**src/source/mem_pkg.sv**
```systemverilog
package mem_pkg;

    //////////////////////////////////////////////////////////////////////
    // Widths
    //////////////////////////////////////////////////////////////////////

    localparam int DATA_W = 32;
    localparam int LANE_W = 8;
    localparam int LANES  = 4;
    localparam int ADDR_W = 10;

    // Row address inside one byte bank
    localparam int ROW_W  = ADDR_W - 2;

    //////////////////////////////////////////////////////////////////////
    // Access size codes
    //////////////////////////////////////////////////////////////////////

    localparam logic [1:0] SIZE_BYTE  = 2'd0;
    localparam logic [1:0] SIZE_HALF  = 2'd1;
    localparam logic [1:0] SIZE_THREE = 2'd2;
    localparam logic [1:0] SIZE_WORD  = 2'd3;

    //////////////////////////////////////////////////////////////////////
    // Data word views
    //////////////////////////////////////////////////////////////////////

    // Byte lanes for rotation, halfwords for halfword extension
    typedef union packed {
        logic [LANES-1:0][LANE_W-1:0] lane;
        logic [1:0][DATA_W/2-1:0]     half;
    } mem_word_u;

endpackage

```
**src/source/lsu_request.sv**
```systemverilog
module lsu_request (
    input  logic                                          clk,
    input  logic                                          rst_n,
    input  logic                                          req,
    input  logic                                          we,
    input  logic [1:0]                                    size,
    input  logic                                          sign,
    input  logic [mem_pkg::ADDR_W-1:0]                    addr,
    input  logic [mem_pkg::DATA_W-1:0]                    wdata,
    output logic [mem_pkg::LANES-1:0][mem_pkg::ROW_W-1:0] bank_row,
    output logic [mem_pkg::LANES-1:0]                     bank_we,
    output logic [mem_pkg::DATA_W-1:0]                    bank_wdata,
    output logic                                          ld_valid,
    output logic [1:0]                                    ld_size,
    output logic                                          ld_sign,
    output logic [1:0]                                    ld_shift
);
    import mem_pkg::*;

    logic [1:0]                  lane_off;
    logic [ROW_W-1:0]            base_row;
    logic [2:0]                  byte_cnt;
    logic [LANES-1:0]            be_lin;
    logic [LANES-1:0]            be_rot;
    mem_word_u                   wdata_u;
    mem_word_u                   wdata_rot;
    logic [LANES-1:0][ROW_W-1:0] row_next;

    //////////////////////////////////////////////////////////////////////
    // Request decode
    //////////////////////////////////////////////////////////////////////

    assign lane_off = addr[1:0];
    assign base_row = addr[ADDR_W-1:2];
    assign wdata_u  = wdata;

    // Size code 0..3 maps to 1..4 bytes
    assign byte_cnt = {1'b0, size} + 3'd1;

    // Enables before rotation, lowest bytes first
    always_comb begin : lin_enables
        for (int i = 0; i < LANES; i++) begin
            be_lin[i] = (3'(i) < byte_cnt);
        end
    end

    // Bank k takes byte (k - offset) of the access
    always_comb begin : lane_rotate
        logic [1:0] src;
        src = '0;
        for (int k = 0; k < LANES; k++) begin
            src               = 2'(k) - lane_off;
            be_rot[k]         = be_lin[src];
            wdata_rot.lane[k] = wdata_u.lane[src];
            // Lanes below the offset belong to the next row, wrapping at the top
            row_next[k]       = base_row + ROW_W'(2'(k) < lane_off);
        end
    end

    //////////////////////////////////////////////////////////////////////
    // Stage registers
    //////////////////////////////////////////////////////////////////////

    always_ff @(posedge clk or negedge rst_n) begin
        if (!rst_n) begin
            bank_we  <= '0;
            ld_valid <= 1'b0;
        end else begin
            bank_we  <= (req && we) ? be_rot : '0;
            ld_valid <= req && !we;
        end
    end

    always_ff @(posedge clk) begin
        if (req) begin
            bank_row   <= row_next;
            bank_wdata <= wdata_rot;
            ld_size    <= size;
            ld_sign    <= sign;
            ld_shift   <= lane_off;
        end
    end

endmodule

```
**config.mk**
```make
export PLATFORM = sky130hd
export DESIGN_NAME = lsu_request
export DESIGN_NICKNAME = d
export VERILOG_FILES = /design/src/source/mem_pkg.sv /design/src/source/lsu_request.sv
export SDC_FILE = /design/constraint.sdc
export NUM_CORES = 1
export LEC_CHECK = 0
export BUFFER_PORTS_ARGS = -buffer_cell sky130_fd_sc_hd__buf_4
export CAP_MARGIN = 0
export CORE_ASPECT_RATIO = 0.8
export CORE_MARGIN = 3
export CORE_UTILIZATION = 50
export DETAILED_ROUTE_END_ITERATION = 8
export GPL_ROUTABILITY_DRIVEN = 0
export GPL_TIMING_DRIVEN = 0
export PLACE_DENSITY = 0.8
export SYNTH_ARGS = -nofsm -noshare
export SYNTH_HDL_FRONTEND = slang
export SYNTH_SLANG_ARGS = --single-unit
```
**constraint.sdc**
```tcl
create_clock -name clk -period 0.8 [get_ports clk]
set_input_delay 0.04 -clock clk [delete_from_list [all_inputs] [get_ports clk]]
set_output_delay 0.04 -clock clk [all_outputs]
set_load 0.01 [all_outputs]
```
# [Word level (Yosys, flattened, before mapping)]
# Index checks and enable logic that the tools add are counted.
[classes] add_sub_neg=9 multipliers=0 div=0 order_cmp=12 eq_ne=0 shifts=0 muxes=17 bitwise_logic=0 n_reduce_logical=3
[op_table] op="8-bit binary-select mux with 2-bit select" count=4
[op_table] op="8-bit by 1-bit adder with 8-bit output" count=4
[op_table] op="8-bit two-way mux" count=4
[op_table] op="2-bit by 3-bit less-than comparator with 1-bit output (second input constant)" count=4
[op_table] op="1-bit binary-select mux with 2-bit select" count=4
[op_table] op="1-bit by 3-bit less-than comparator with 1-bit output (first input constant)" count=2
[op_table] op="2-bit by 3-bit less-than comparator with 1-bit output (first input constant)" count=2
[op_table] op="1-bit by 2-bit less-than comparator with 1-bit output (first input constant)" count=2
[op_table] op="2-bit less-than comparator (first input constant)" count=2
[op_table] op="1-bit two-way mux" count=4
[op_table] op="4-bit two-way mux" count=1
[op_table] op="1-bit by 2-bit subtractor with 2-bit output (first input constant)" count=2
[op_table] op="2-bit subtractor (first input constant)" count=2
[op_table] op="2-bit by 1-bit adder with 3-bit output (second input constant)" count=1
[op_table] op="1-bit logical AND" count=2
[op_table] op="1-bit logical NOT" count=1
[word_totals] ff_bits=74 latchBits=0 ramBits=0 romBits=0 out_inout_bits=74 wordCells=51 memories=0

# [Depth between registers and ports, before layout]
[depth] ltp_word=5 depth_mapped=9 ltp_nobuf=7

# [Least setup slack after synthesis]
# No wires, ideal clock.
[synth_path] path_kind="input-to-reg" startpoint="input port addr[0] (netlist name)" endpoint="register bank_wdata[16] (netlist name), data pin" setup_ns=0.272 arrival_time_ns=1.313 required_time_ns=0.528 slack_ns=-0.785 cell_stages=7 path_buffers=4 cell_sequence="buf_6 buf_8 inv_1 ha_1 buf_4 buf_2 mux4_2"
[synth_rtl] item="start, declared" line_no="lsu_request.sv:8" text="input logic [mem_pkg::ADDR_W-1:0] addr,"
[synth_rtl] item="end signal, assigned" line_no="lsu_request.sv:77" text="bank_wdata <= wdata_rot;"
[synth_rtl] item="end, declared" line_no="lsu_request.sv:12" text="output logic [mem_pkg::DATA_W-1:0] bank_wdata,"

==> impl_metrics.yaml <==
global_route:
  grt_pass1_wl_um: 13600
  grt_antenna_before_repair: 0
  grt_max_degree: 72
  grt_usage: 0.229
  grt_pass1_vias: 2509
  grt_overflow: 0
die:
  core-area_um2: 6600
  initial_utilization: 0.533
  die_h_um: 81.0
  dieArea_um2: 8090
  rows: 26
  ios: 123
  die_x_um: 99.8
synth:
  synth_cell_types: 25
  synth_edf_count: 69
  synth_simple_gate_area_share: 0.0402
  netlist_top_cells_area: "edfxtp_1 59%, mux4_2 19%, dfrtp_1 3.6%"
  synthMostInstantiatedCell: "edfxtp_1"
  synth_area_leader_cell: "edfxtp_1"
  synth.avg_cell_area_um2: 18.9
  synth_fa_ha_area_frac: 0.0377
  synthXorXnorAreaFrac: 0.0498
  synth_compound_area_frac: 0.00320
  yosys_warnings: 0
  synth_area_um2: 3520
  ys_seq_elements: 74
  async_flop_share: 0.0676
  yosysSeqAreaShare: 0.624
  synth_top_cell_area_share: 0.589
  synth_flop_cell: "edfxtp_1"
  synth_top_family_by_area: "multiplexers"
  synth_top_cells_by_count: "69 x edfxtp_1, 29 x mux4_2, 11 x xnor2_1"
  synthMuxAreaShare: 0.208
  synth_fp_nets: 243
  synth_cells: 186
cts:
  cts.clk_slew.worst_paths_ps: 80
  numCtsBuffers: 9
  cts_tree: "done"
  cts.sinks: 74
  cts-root-buf: "clkbuf_8"
  htreeDepth: 3
  cts_buffer_depth: 2
sta:
  finalSetupViolCount: 117
  fin_crit_ps: 1190
  hold_viol_final: 0
  worst_slew_pin_slew_ps: 636
  maxSlewHeadroom: 0.576
  fin_crit_sh: 1.49
  hold_slack_ps: 12.1
  setup_ws_ps: -389
  maxSlewViolCount: 0
  timing.fmax_mhz: 841
  rsz0062_at_grt: "yes"
finish:
  n_fill_cell: 287
  final_nets: 409
  area_growth_syn_to_layout_pct: 61.4
  final_cell_area_um2: 5680
  final_layout_size_suffix_gt1_frac: 0.627
  seq_area_um2: 2200
  n_antenna_cell: 0
  final_util: 0.860
  multi_input_area_um2: 1330
power:
  ir_drop_v: 0.00144
  p_leak_nw: 2.27
  power.density_nw_per_um2: 1960
placement:
  place_area_um2: 4690
  dp_hpwl_um: 5550
  io_buffers: 122
min_path:
  hp-class: "in2reg"
worst_setup_path:
  cp-end-kind: "flip-flop"
  critPathRequiredTime_ps: 890
  crit_arrival_ps: 1270
  cp-start-kind: "primary input"
  crit_type: "in2reg"
  path_max_fanout: 6
routing:
  drt_iter0_markers: 227
  vias_per_cell: 5.69
  avgRoutedWirePerCell_um: 22.8
  drt_wl_total_um: 10100
  drcViolationCount: 0
  dr.pass1.iters: 5
  drtAntennaViolNets: 0
  vias: 2511
outcome:
  violations: "setup timing"
  status: "finished, violations left"
run:
  cap_viol_max_count: 0
## worst paths after layout
check,to,cells past startpoint,start,slack (ps)
min in group asynchronous,bank_we[2],2,rst_n,40
max,bank_wdata[23],6,addr[1],-390
max in group asynchronous,ld_valid,2,rst_n,650
min,bank_row[24],1,addr[2],10
## routing by layer
| layer | global-route usage | up-vias | routed length [um] |
|---|---|---|---|
| met3 | 0.0541 | 17 | 755 |
| met1 | 0.292 | 1270 | 3950 |
| li1 | - | 1081 | - |
| met2 | 0.391 | 143 | 5170 |
| met4 | 0.0750 | 0 | 172 |
| met5 | 0 | - | 0 |
## power by group
group	leakage [nW]	switching, mW	total [mW]	internal [mW]
registers	0.741	0.177	4.86	4.68
clock network	0.134	1.38	3.85	2.47
logic	1.40	0.970	2.44	1.47
total	2.27	2.53	11.2	8.63
## sequential cells by signal, summed over array words and instances, names as in the netlist
name,count
ld_shift,2
bank_we,4
bank_row,32
bank_wdata,32
ld_size,2
ld_sign,1
ld_valid,1
## repair_timing
action                                 CTS  global route
setup endpoints to repair              113           119
endpoints found under the hold margin   19             0
gates cloned                             2             2
pin swaps                                7             6
resized for setup                       66            38
hold buffers                            14             0
buffers inserted                         9             6
## layout by cell type (no fill, tap or decap), types with 2 or more instances in the layout
cell / instances
nor2_1: 4
nand3_2: 3
inv_1: 3
buf_12: 8
buf_16: 2
ha_4: 7
mux4_2: 32
clkbuf_16: 2
dfrtp_1: 5
xnor2_1: 10
edfxtp_1: 69
nand3_1: 4
buf_4: 62
nor2_2: 6
dlygate4sd3_1: 14
nand4_1: 3
nor2b_1: 2
bufinv_16: 4
nand2_4: 3
maj3_2: 3
buf_8: 2
clkbuf_8: 10
xor2_1: 9
buf_6: 75
nand2_1: 4
## layout make-up
class                   instances  area share
plain buffers                  12      0.0333
clock buffers                  11      0.0249
clock inverters                 5      0.0220
inverters                       5     0.00463
multi-input cells              95       0.234
flip-flops and latches         74       0.387
well taps                      84      0.0185
repair buffers                155       0.276
## stage by stage
stage	setup slack, ps	TNS [ps]	total power, mW	cells
after global placement	-969	-51730	6.72	392
final	-389	-17720	11.2	441
after global routing	-403	-20820	11.5	441
after floorplan	-655	-16550	5.73	186
after CTS	-370	-17130	10.9	433
after detailed placement	-976	-53900	6.76	392
## critical path, cell delays in order
cell and delay (ps):
buf_6 100, buf_8 100, inv_1 70, ha_4 320
buf_16 150, mux4_2 490
## logic make-up after synthesis
group	after synthesis
fa+ha+maj	11
mux	32
flops	74
xor+xnor	20
simple gates	30
compound gates	2
buf+inv	17
No activity file was read; power rests on OpenSTA's default activity.
