===== config.mk =====
export PLATFORM = sky130hd
export DESIGN_NAME = load_extend
export DESIGN_NICKNAME = d
export VERILOG_FILES = /design/src/source/mem_pkg.sv /design/src/source/load_extend.sv
export SDC_FILE = /design/constraint.sdc
export NUM_CORES = 1
export LEC_CHECK = 0
export ABC_AREA = 1
export BUFFER_PORTS_ARGS = -buffer_cell sky130_fd_sc_hd__buf_2
export CAP_MARGIN = 20
export CORE_MARGIN = 8
export CORE_UTILIZATION = 45
export CTS_BUF_LIST = sky130_fd_sc_hd__clkbuf_4
export DETAILED_ROUTE_END_ITERATION = 16
export MAX_ROUTING_LAYER = met4
export PLACE_DENSITY_LB_ADDON = 0.08
export SYNTH_ARGS = -nofsm -noshare
export SYNTH_HDL_FRONTEND = slang
export SYNTH_SLANG_ARGS = --single-unit

===== constraint.sdc =====
create_clock -name clk -period 0.86 [get_ports clk]
set_input_delay 0.129 -clock clk [delete_from_list [all_inputs] [get_ports clk]]
set_output_delay 0.129 -clock clk [all_outputs]
set_load 0.03 [all_outputs]

===== src/source/mem_pkg.sv =====
package mem_pkg;

    //////////////////////////////////////////////////////////////////////
    // Widths
    //////////////////////////////////////////////////////////////////////

    localparam int DATA_W = 32;
    localparam int LANE_W = 8;
    localparam int LANES  = 4;
    localparam int ADDR_W = 10;

    // Row address inside one byte bank
    localparam int ROW_W  = ADDR_W - 2;

    //////////////////////////////////////////////////////////////////////
    // Access size codes
    //////////////////////////////////////////////////////////////////////

    localparam logic [1:0] SIZE_BYTE  = 2'd0;
    localparam logic [1:0] SIZE_HALF  = 2'd1;
    localparam logic [1:0] SIZE_THREE = 2'd2;
    localparam logic [1:0] SIZE_WORD  = 2'd3;

    //////////////////////////////////////////////////////////////////////
    // Data word views
    //////////////////////////////////////////////////////////////////////

    // Byte lanes for rotation, halfwords for halfword extension
    typedef union packed {
        logic [LANES-1:0][LANE_W-1:0] lane;
        logic [1:0][DATA_W/2-1:0]     half;
    } mem_word_u;

endpackage


===== src/source/load_extend.sv =====
module load_extend (
    input  logic                       clk,
    input  logic                       rst_n,
    input  logic [mem_pkg::DATA_W-1:0] bank_rdata,
    input  logic                       ext_valid,
    input  logic [1:0]                 ext_size,
    input  logic                       ext_sign,
    input  logic [1:0]                 ext_shift,
    output logic [mem_pkg::DATA_W-1:0] rdata,
    output logic                       rvalid
);
    import mem_pkg::*;

    mem_word_u         bank_u;
    mem_word_u         algn_u;
    logic [DATA_W-1:0] keep_mask;
    logic              sign_bit;
    logic [DATA_W-1:0] ext_word;

    assign bank_u = bank_rdata;

    //////////////////////////////////////////////////////////////////////
    // Undo the lane rotation
    //////////////////////////////////////////////////////////////////////

    // Byte at the request address ends up in lane 0
    always_comb begin : lane_unrotate
        logic [1:0] src;
        src = '0;
        for (int k = 0; k < LANES; k++) begin
            src            = 2'(k) + ext_shift;
            algn_u.lane[k] = bank_u.lane[src];
        end
    end

    //////////////////////////////////////////////////////////////////////
    // Sign or zero extension
    //////////////////////////////////////////////////////////////////////

    always_comb begin : size_select
        case (ext_size)
            SIZE_BYTE: begin
                sign_bit  = algn_u.lane[0][LANE_W-1];
                keep_mask = DATA_W'({LANE_W{1'b1}});
            end
            SIZE_HALF: begin
                sign_bit  = algn_u.half[0][DATA_W/2-1];
                keep_mask = DATA_W'({(2*LANE_W){1'b1}});
            end
            SIZE_THREE: begin
                sign_bit  = algn_u.lane[2][LANE_W-1];
                keep_mask = DATA_W'({(3*LANE_W){1'b1}});
            end
            SIZE_WORD: begin
                // Nothing above a full word to fill
                sign_bit  = 1'b0;
                keep_mask = '1;
            end
        endcase
    end

    assign ext_word = (algn_u & keep_mask) | ({DATA_W{ext_sign & sign_bit}} & ~keep_mask);

    // Result register, rdata holds between pulses
    always_ff @(posedge clk or negedge rst_n) begin
        if (!rst_n) begin
            rvalid <= 1'b0;
            rdata  <= '0;
        end else begin
            rvalid <= ext_valid;
            if (ext_valid) begin
                rdata <= ext_word;
            end
        end
    end

endmodule


* Yosys cells after proc, flatten, opt, wreduce, memory -nomap -nowiden
Cells that the tools add are included.
** Word-level totals
- Word-level logic and storage cells :: 28
- Latch bits :: 0
- Output and inout bits :: 33
- Flip-flop bits (word level) :: 33
- Memories :: 0
- RAM bits :: 0
- ROM bits :: 0
- Input port bits :: 40
** Cells by class
- Equal/unequal tests :: 3
- Multipliers :: 0
- Divide/modulo/power cells :: 0
- Add/subtract/negate cells :: 3
- Reductions and logical operators :: 1
- Mux-type cells :: 10
- Shift operators :: 0
- Bitwise operators :: 5
- $lt $le $gt $ge :: 4
** Operators with widths (number)
- case mux 32 bit (4 select lines) :: 1
- AND 32 bit :: 2
- binary-select mux 8 bit (select 2 bit) :: 4
- two-way mux 8 bit :: 4
- inverter 32 bit :: 1
- OR 32 bit :: 1
- less-than comparator 2 x 3 -> 1 bit (second input constant) :: 4
- adder 2 bit (first input constant) :: 2
- equality test 2 bit (second input constant) :: 2
- case mux 1 bit (4 select lines) :: 1
- adder 1 x 2 -> 2 bit (first input constant) :: 1
- equality test 2 x 1 -> 1 bit (second input constant) :: 1
- zero test 2 bit :: 1
- AND 1 bit :: 1

* Depth between registers and ports, before layout
Gate-level depths: netlist (run 1).
- Word-level depth :: 7
- Depth in mapped cells :: 10
- Gate-level depth less buffers :: 8

* Worst setup path after synthesis (run 1)
Ideal clock, no wire load.
- Path type :: input port to flip-flop
- Start point :: input ext_shift[1]
- End point :: register rdata[24] (netlist bit)
- Slack :: -0.274 ns
- Required time :: 0.735 ns
- Arrival :: 1.009 ns
- Cell stages on the path :: 9
- Library setup time :: 0.125 ns
- Buffers on the path :: 1
- Path through :: buf_4 -> inv_4 -> nand2_1 -> nand2_2 -> nand2_2 -> nand3_2 -> nand3_2 -> nand2_2 -> a21oi_1
** Between the ends
- Longest elaborated chain between the ends :: 7
- Elaborated cells between the ends (all ways) :: 16
- Classes of those cells :: 3 x add/sub; 9 x mux; 4 x bitwise
** Ends and longest elaborated chain
- start: declaration :: line load_extend.sv:8 : input logic [1:0] ext_shift,
- adder 2 bit / adder 1 x 2 -> 2 bit (equally long branches) :: line load_extend.sv:31 : src = 2'(k) + ext_shift;
- binary-select mux 8 bit (select 2 bit) :: line load_extend.sv:32 : algn_u.lane[k] = bank_u.lane[src];
- two-way mux 8 bit (implied by the code) :: line load_extend.sv:32
- case mux 1 bit (4 select lines) :: line load_extend.sv:41 : case (ext_size)
- AND 1 bit :: line load_extend.sv:62 : assign ext_word = (algn_u & keep_mask) | ({DATA_W{ext_sign & sign_bit}} & ~keep_mask);
- AND 32 bit :: line load_extend.sv:62
- OR 32 bit (*) :: line load_extend.sv:62
- end signal: assignment :: line load_extend.sv:72 : rdata <= ext_word;
- end: declaration :: line load_extend.sv:9 : output logic [mem_pkg::DATA_W-1:0] rdata,
Every way passes the cells marked *; elsewhere a longest branch is shown, timed or not. The select of a mux whose other input is x is not followed.
A chain may end at the register's enable or synchronous reset.

* Worst setup path after layout (run 1)
- Start point :: register rdata[30] (netlist bit)
- End point :: output rdata[30] (netlist bit)
No word-level cell between the ends.

==> flow_metrics.tcl, run 1 <==
set metrics [dict create \
    path_class "flop to output pin" \
    power_density_nw_per_um2 1380 \
    fin_ws_ns -0.198 \
    slowest_stage "dfrtp_1" \
    min_period_ns 1.06 \
    violations "setup timing" \
    grt_use_total_pct 21.0 \
    antenna_found_initial 0 \
    critPathMaxFanout 2 \
    clk_pin_slew_worst_paths_ns 0.10 \
    max_cap_viol_count 0 \
    path_delay_family "flip-flops" \
    reg2reg_from "rdata[19]" \
    path_cells "buf_6" \
    synth_ff_type "dfrtp_1" \
    core_sq_um 4750 \
    instances_no_fill 521 \
    holdWs_ns 0.112 \
    post-place-cells 486 \
    die-area_sq_um 7490 \
    seq_area_frac_synth_pct 36.9 \
    drtPass1Iterations 5 \
    fmax_mhz 945 \
    drt_iter0_markers 127 \
    hold_viol_final 0 \
    critPathLaunchType "flop" \
    cts-root-buf "clkbuf_4" \
    postPlaceCellArea_sq_um 2980 \
    synth_edf_count 0 \
    syn_inst 335 \
    post_drt_wl_per_cell_um 14.8 \
    synth_area_sq_um 2240 \
    rows 25 \
    p_leak_nw 1.88 \
    dp_hpwl_um 5410 \
    cp_num_buf_inv 1 \
    die_h_um 86.5 \
    nets 493 \
    synth_cell_type_count 22 \
    stdcell_area_sq_um 3760 \
    wirelength_um 7730 \
    initial_utilization_pct 47.1 \
    grt_start_max_net_pins 34 \
    synth_seq_cells 33 \
    grt_first_pass_wirelength_um 12300 \
    rsz0062_at_grt "yes" \
    synthToLayoutAreaGrowth_pct 68.1 \
    io_buffers 72 \
    n_antenna_cell 0 \
    avgSynthCellArea_sq_um 6.69 \
    cts-buffers-inserted 5 \
    yosysTopAreaCell "dfrtp_1" \
    final_max_slew_viol_count 0 \
    slew_headroom_pct 76.1 \
    die_w_um 86.5 \
    yosysWarnings 0 \
    fin_util_pct 79.2 \
    cp.arrival_ns 0.93 \
    pre_cts_ws_ns -0.474 \
    clk_path_buf_depth 2 \
    setup_tns_ns -6.52 \
    drive_gt1_share_pct 47.6 \
    io_pins 73 \
    synth_top_area_share_pct 36.9 \
    startpoint "rdata[30]" \
    drcViolationCount 0 \
    min-delay-start "ext_valid" \
    synth_nets 375 \
    grt.overflow.total 0 \
    worstPathRequired_ns 0.73 \
    drtAntennaViolNets 0 \
    cts_max_level 2 \
    insertion_delay_ns 0.34 \
    numClockSinks 33 \
    timing.final.crit_share_pct 123 \
    cp-end-kind "output pin" \
    via_per_inst 5.07 \
    async_flop_share_pct 100 \
    max_stage_delay_ns 0.43 \
    status "complete, but fails checks" \
    cts_tree "yes" \
    worst_pin_slew_ns 0.358 \
    place.gp.congestion 0.884 \
    power_mw 5.21 \
    ir_drop_uv 902 \
    setup_violations 57 \
    fill_cells 360 \
    grt_pass1_vias 2618 \
    routed-via-count 2643 \
    synthTopCellsByArea "dfrtp_1, nand2_1, o21ai_0" \
    skew_ns 0 \
    hp-class "input port to flop" \
]
## cells in the final DEF, fill, tap and decap left out, drive strengths merged
cell,instances
buf,129
nand2,108
nor2,41
a21oi,40
o21ai,35
dfrtp,33
inv,30
nand3,19
o22a,7
clkbuf,6
clkinv,4
a31oi,1
dlygate4sd3,1
## power by group
group	internal, mW	leakage [nW]	switching (mW)	total (mW)
clock	0.343	0.0354	0.540	0.883
sequential	1.74	0.383	0.142	1.88
combinational	1.12	1.47	1.32	2.45
## cell usage after synthesis (2+ instances only)
| cell | instances |
|---|---|
| nand2_1 | 103 |
| nor2_1 | 41 |
| o21ai_0 | 34 |
| dfrtp_1 | 33 |
| a21oi_1 | 32 |
| inv_1 | 29 |
| nand3_1 | 15 |
| a21oi_2 | 8 |
| clkbuf_1 | 8 |
| o22a_1 | 7 |
| nand2_2 | 5 |
| buf_6 | 4 |
| buf_2 | 3 |
| buf_4 | 3 |
| nand3_2 | 2 |
| nand3_4 | 2 |
## sequential cells by signal, indices dropped and copies added, names as in the netlist
register / count
rvalid: 1
rdata: 32
## final timing paths
check                      depth (start not counted)  slack [ns]   endpoint
min in group asynchronous                          3        0.26   rdata[2]
min reg2reg                                        1        0.53   rdata[2]
max reg2reg                                        4       -0.05  rdata[19]
max                                                1       -0.20  rdata[30]
min                                                2        0.11     rvalid
max in group asynchronous                          3        0.42  rdata[26]
## cells by family (layout without fill, tap and decap cells)
family	Yosys count	after routing	share of synthesized area, %
compound gates	83	83	21.1
buf+inv	51	170	10.7
flops	33	33	36.9
simple gates	168	168	31.3
## area by class of cell
type,count,area (sq um),area share [%]
well taps,67,83.8,2.23
flip-flops and latches,33,826,21.9
multi-input cells,251,1510,40.2
clock inverters,2,10.0,0.266
clock buffers,6,45.0,1.20
repair buffers,130,1150,30.5
inverters,32,140,3.72
## per-layer routing
metal / part of all wire, % / vias up / track usage, %
met3: 4.7 / 10 / 3.88
met1: 43 / 1246 / 25.2
met2: 51 / 76 / 35.3
li1: - / 1311 / -
met4: 1.4 / 0 / 5.48
met5: 0 / - / -
## what timing repair did
action	4_1_cts	5_1_grt
setup buffers	17	8
hold buffers	1	0
gates resized for setup	102	36
setup endpoints to repair	58	59
pin swaps	17	13
hold endpoints to repair	33	0
gates cloned	2	0
Power figures use the tool's default switching activity.
==> run 2, diff against run 1 <==
- SKIP_CTS_REPAIR_TIMING: unset -> 1
==> run 2 against run 1 <==
Effect of this change:
- the run still ends with setup timing left
- via count hardly changed
- critical path type unchanged
- sequential share of layout area is 0.36 points higher
- clock power is 2.5% higher
- final cell count is 2.1% lower
- count of clock-buffer cells in the layout stayed put
==> flow_metrics.tcl, run 2 (synthesized netlist as in run 1, its figures left out) <==
set metrics [dict create \
    post_drt_wl_per_cell_um 15.2 \
    fmax_mhz 938 \
    cts-root-buf "clkbuf_4" \
    worst_pin_slew_ns 0.259 \
    reg2reg_from "rdata[4]" \
    slew_headroom_pct 82.7 \
    grt_start_max_net_pins 34 \
    grt.overflow.total 0 \
    routed-via-count 2644 \
    status "complete, but fails checks" \
    critPathMaxFanout 2 \
    n_antenna_cell 0 \
    initial_utilization_pct 47.1 \
    die_w_um 86.5 \
    cts-buffers-inserted 5 \
    drtAntennaViolNets 0 \
    clk_path_buf_depth 2 \
    min-delay-start "ext_valid" \
    r2r_end "rdata[4]" \
    largest_register_ffs 32 \
    setup_tns_ns -6.64 \
    hold_depth 2 \
    via_per_inst 5.18 \
    fin_util_pct 77.9 \
    rsz0062_at_grt "yes" \
    final_cell_mix "nand2_1, nor2_1, buf_2, buf_4, buf_6" \
    cp-end-kind "output pin" \
    clk_pin_slew_worst_paths_ns 0.11 \
    hold_path_end "rvalid" \
    place.gp.congestion 0.884 \
    p_sw_share_pct 39.3 \
    dp_hpwl_um 5410 \
    wirelength_um 7770 \
    drive_gt1_share_pct 47.9 \
    cts_max_level 2 \
    drcViolationCount 0 \
    timing.final.crit_share_pct 124 \
    cts_tree "yes" \
    reg2reg_depth 3 \
    setup_violations 54 \
    fill_cells 366 \
    fin_ws_ns -0.206 \
    largest_register "rdata" \
    max_cap_viol_count 0 \
    pre_cts_ws_ns -0.474 \
    violations "setup timing" \
    pwr-share-clk_pct 17.6 \
    cp_num_buf_inv 1 \
    reg_top3 "rdata (32), rvalid (1)" \
    final_common_cell "nand2_1" \
    path_delay_family "flip-flops" \
    cp.arrival_ns 0.94 \
    path_cells "buf_6" \
    holdWs_ns 0.113 \
    final_max_slew_viol_count 0 \
    drt_iter0_markers 150 \
    core_sq_um 4750 \
    internal_power_mw 3.12 \
    grt_use_total_pct 19.2 \
    io_buffers 72 \
    die_h_um 86.5 \
    power_density_nw_per_um2 1390 \
    p_leak_nw 1.84 \
    rows 25 \
    skew_ns 0 \
    critPathLaunchType "flop" \
    insertion_delay_ns 0.34 \
    seq_power_share_pct 36.5 \
    nets 482 \
    hold_viol_final 0 \
    max_stage_delay_ns 0.43 \
    r2r_slack_ns -0.08 \
    worstPathRequired_ns 0.73 \
    synthToLayoutAreaGrowth_pct 65.4 \
    grt_first_pass_wirelength_um 11300 \
    slowest_stage "dfrtp_1" \
    netSwitchingPower_mw 2.02 \
    power_mw 5.14 \
    drtPass1Iterations 4 \
    grt_pass1_vias 2426 \
    ir_drop_uv 1100 \
    hp-class "input port to flop" \
    pwr-share-comb_pct 45.9 \
    min_period_ns 1.07 \
    die-area_sq_um 7490 \
    antenna_found_initial 0 \
    numClockSinks 33 \
    io_pins 73 \
    path_class "flop to output pin" \
]
run 2: cell type report:
class | instances | area [sq um] | share of cell area (%)
Multi-Input combinational cell | 251 | 1550 | 41.8
Timing Repair Buffer | 119 | 1050 | 28.4
Sequential cell | 33 | 826 | 22.3
Inverter | 32 | 140 | 3.78
Tap cell | 67 | 83.8 | 2.26
Clock buffer | 6 | 45.0 | 1.22
Clock inverter | 2 | 10.0 | 0.270
run 2: how the worst max path moves through the flow:
stage	startpoint	end	slack, ns	cells after the start
floorplan	ext_shift[1]	rdata[16]	-0.21	9
global placement	ext_shift[0]	rdata[28]	-0.47	8
detailed placement	ext_shift[0]	rdata[28]	-0.47	8
CTS	rdata[30]	rdata[30]	-0.23	1
global route	rdata[30]	rdata[30]	-0.23	1
finish	rdata[30]	rdata[30]	-0.21	1
run 2: power by group through the flow:
stage	Combinational, mW	Sequential [mW]	Clock [mW]
after floorplan	0.780	2.24	0
after global placement	1.75	1.86	0
after detailed placement	1.77	1.86	0
after CTS	1.77	1.83	0.925
after global routing	2.53	1.90	0.988
final	2.36	1.88	0.905
run 2: per-layer routing:
| layer | track usage [%] | vias to the layer above | part of all wire, % |
|---|---|---|---|
| met5 | - | - | 0 |
| li1 | - | 1295 | - |
| met3 | 4.25 | 19 | 5.7 |
| met1 | 23.3 | 1234 | 41 |
| met4 | 5.16 | 0 | 3.5 |
| met2 | 31.4 | 96 | 50 |
run 2: per-stage QoR:
step | cell area [sq um] | cells
floorplan | 2410 | 335
global placement | 2980 | 486
detailed placement | 2980 | 486
CTS | 3030 | 494
global route | 3700 | 510
finish | 3700 | 510
==> run 3, diff against run 2 <==
- SKIP_LAST_GASP: unset -> 1
==> run 3 against run 2 <==
Effect of this change:
- the run still ends with setup timing left
- final cell count unchanged
- worst setup slack improved by 0.00099 ns
- cell area decreased by 0.37%
- highest routed layer unchanged
==> flow_metrics.tcl, run 3 (synthesized netlist as in run 1, its figures left out) <==
set metrics [dict create \
    grt.overflow.total 0 \
    skew_ns 0 \
    n_antenna_cell 0 \
    cts-buffers-inserted 5 \
    final_common_cell "nand2_1" \
    core_sq_um 4750 \
    grt_first_pass_wirelength_um 11300 \
    antenna_found_initial 0 \
    worstPathRequired_ns 0.73 \
    reg_top3 "rdata (32), rvalid (1)" \
    largest_register "rdata" \
    clk_path_buf_depth 2 \
    setup_violations 54 \
    fin_util_pct 77.6 \
    critPathMaxFanout 2 \
    largest_register_ffs 32 \
    rows 25 \
    fin_ws_ns -0.205 \
    wl_met3_um 427 \
    grt_pass1_vias 2426 \
    drcViolationCount 0 \
    grt_start_max_net_pins 34 \
    io_buffers 72 \
    power_density_nw_per_um2 1390 \
    worst_pin_slew_ns 0.402 \
    critPathLaunchType "flop" \
    place.gp.congestion 0.884 \
    path_delay_family "flip-flops" \
    cp_num_buf_inv 1 \
    final_cell_mix "nand2_1, nor2_1, buf_2, buf_4, buf_6" \
    fmax_mhz 939 \
    nets 482 \
    top_layer "met4" \
    insertion_delay_ns 0.34 \
    drive_gt1_share_pct 47.0 \
    slowest_stage "dfrtp_1" \
    via_per_inst 5.20 \
    cp.arrival_ns 0.94 \
    grt_use_total_pct 19.2 \
    clk_pin_slew_worst_paths_ns 0.10 \
    die_w_um 86.5 \
    wirelength_um 7730 \
    wl_met1_um 3190 \
    path_cells "buf_6" \
    numClockSinks 33 \
    setup_tns_ns -6.67 \
    routed-via-count 2652 \
    drtAntennaViolNets 0 \
    timing.final.crit_share_pct 124 \
    max_cap_viol_count 0 \
    slew_headroom_pct 73.1 \
    p_leak_nw 1.83 \
    violations "setup timing" \
    cts_max_level 2 \
    cp-end-kind "output pin" \
    drt_iter0_markers 132 \
    stdcell_area_sq_um 3690 \
    cts-root-buf "clkbuf_4" \
    hold_viol_final 0 \
    dp_hpwl_um 5410 \
    post_drt_wl_per_cell_um 15.2 \
    met2_length_um 3810 \
    path_class "flop to output pin" \
    hp-class "input port to flop" \
    synthToLayoutAreaGrowth_pct 64.7 \
    drtPass1Iterations 4 \
    postPlaceCellArea_sq_um 2980 \
    min_period_ns 1.06 \
    final_max_slew_viol_count 0 \
    io_pins 73 \
    cts_tree "yes" \
    die-area_sq_um 7490 \
    status "complete, but fails checks" \
    die_h_um 86.5 \
    initial_utilization_pct 47.1 \
    max_stage_delay_ns 0.43 \
    power_mw 5.13 \
    rsz0062_at_grt "yes" \
    ir_drop_uv 1100 \
]
## run 3: metrics by stage
step / hold slack [ns] / worst slack (ns) / std cells
3_5_place_dp: 0.102 / -0.474 / 486
2_1_floorplan: -0.167 / -0.208 / 335
4_1_cts: -0.281 / -0.232 / 494
3_3_place_gp: 0.0998 / -0.469 / 486
5_1_grt: 0.107 / -0.234 / 510
6_report: 0.113 / -0.205 / 510
## run 3: path summary, 6_finish.rpt
check / cells after the start / from / end / slack (ns)
hold / removal: 2 / ext_valid / rvalid / 0.11
setup reg to reg: 3 / rdata[4] / rdata[4] / -0.08
hold reg to reg: 1 / rdata[1] / rdata[1] / 0.53
setup / recovery: 1 / rdata[30] / rdata[30] / -0.20
min in group asynchronous: 3 / rst_n / rdata[2] / 0.25
max in group asynchronous: 3 / rst_n / rdata[14] / 0.43
## run 3: power breakdown
| part | total, mW | switching (mW) | internal (mW) |
|---|---|---|---|
| clock network | 0.902 | 0.560 | 0.343 |
| logic | 2.35 | 1.31 | 1.04 |
| registers | 1.88 | 0.143 | 1.74 |
## run 3: area by class of cell
class	instances	area, sq um
multi-input combinational	251	1530
fill	368	1060
timing repair buffer	119	1050
sequential	33	826
inverter	32	140
tap	67	83.8
clock buffer	6	45.0
clock inverter	2	10.0
## run 3: layer usage
layer,track usage (%),vias up
met2,31.4,102
met4,5.16,0
li1,-,1291
met5,-,-
met1,23.3,1237
met3,4.25,22
## run 3: worst reg2reg max path: stages, from the launching register on
cell and delay (ns):
dfrtp_1 0.41, buf_4 0.14, buf_4 0.12, o22a_1 0.18
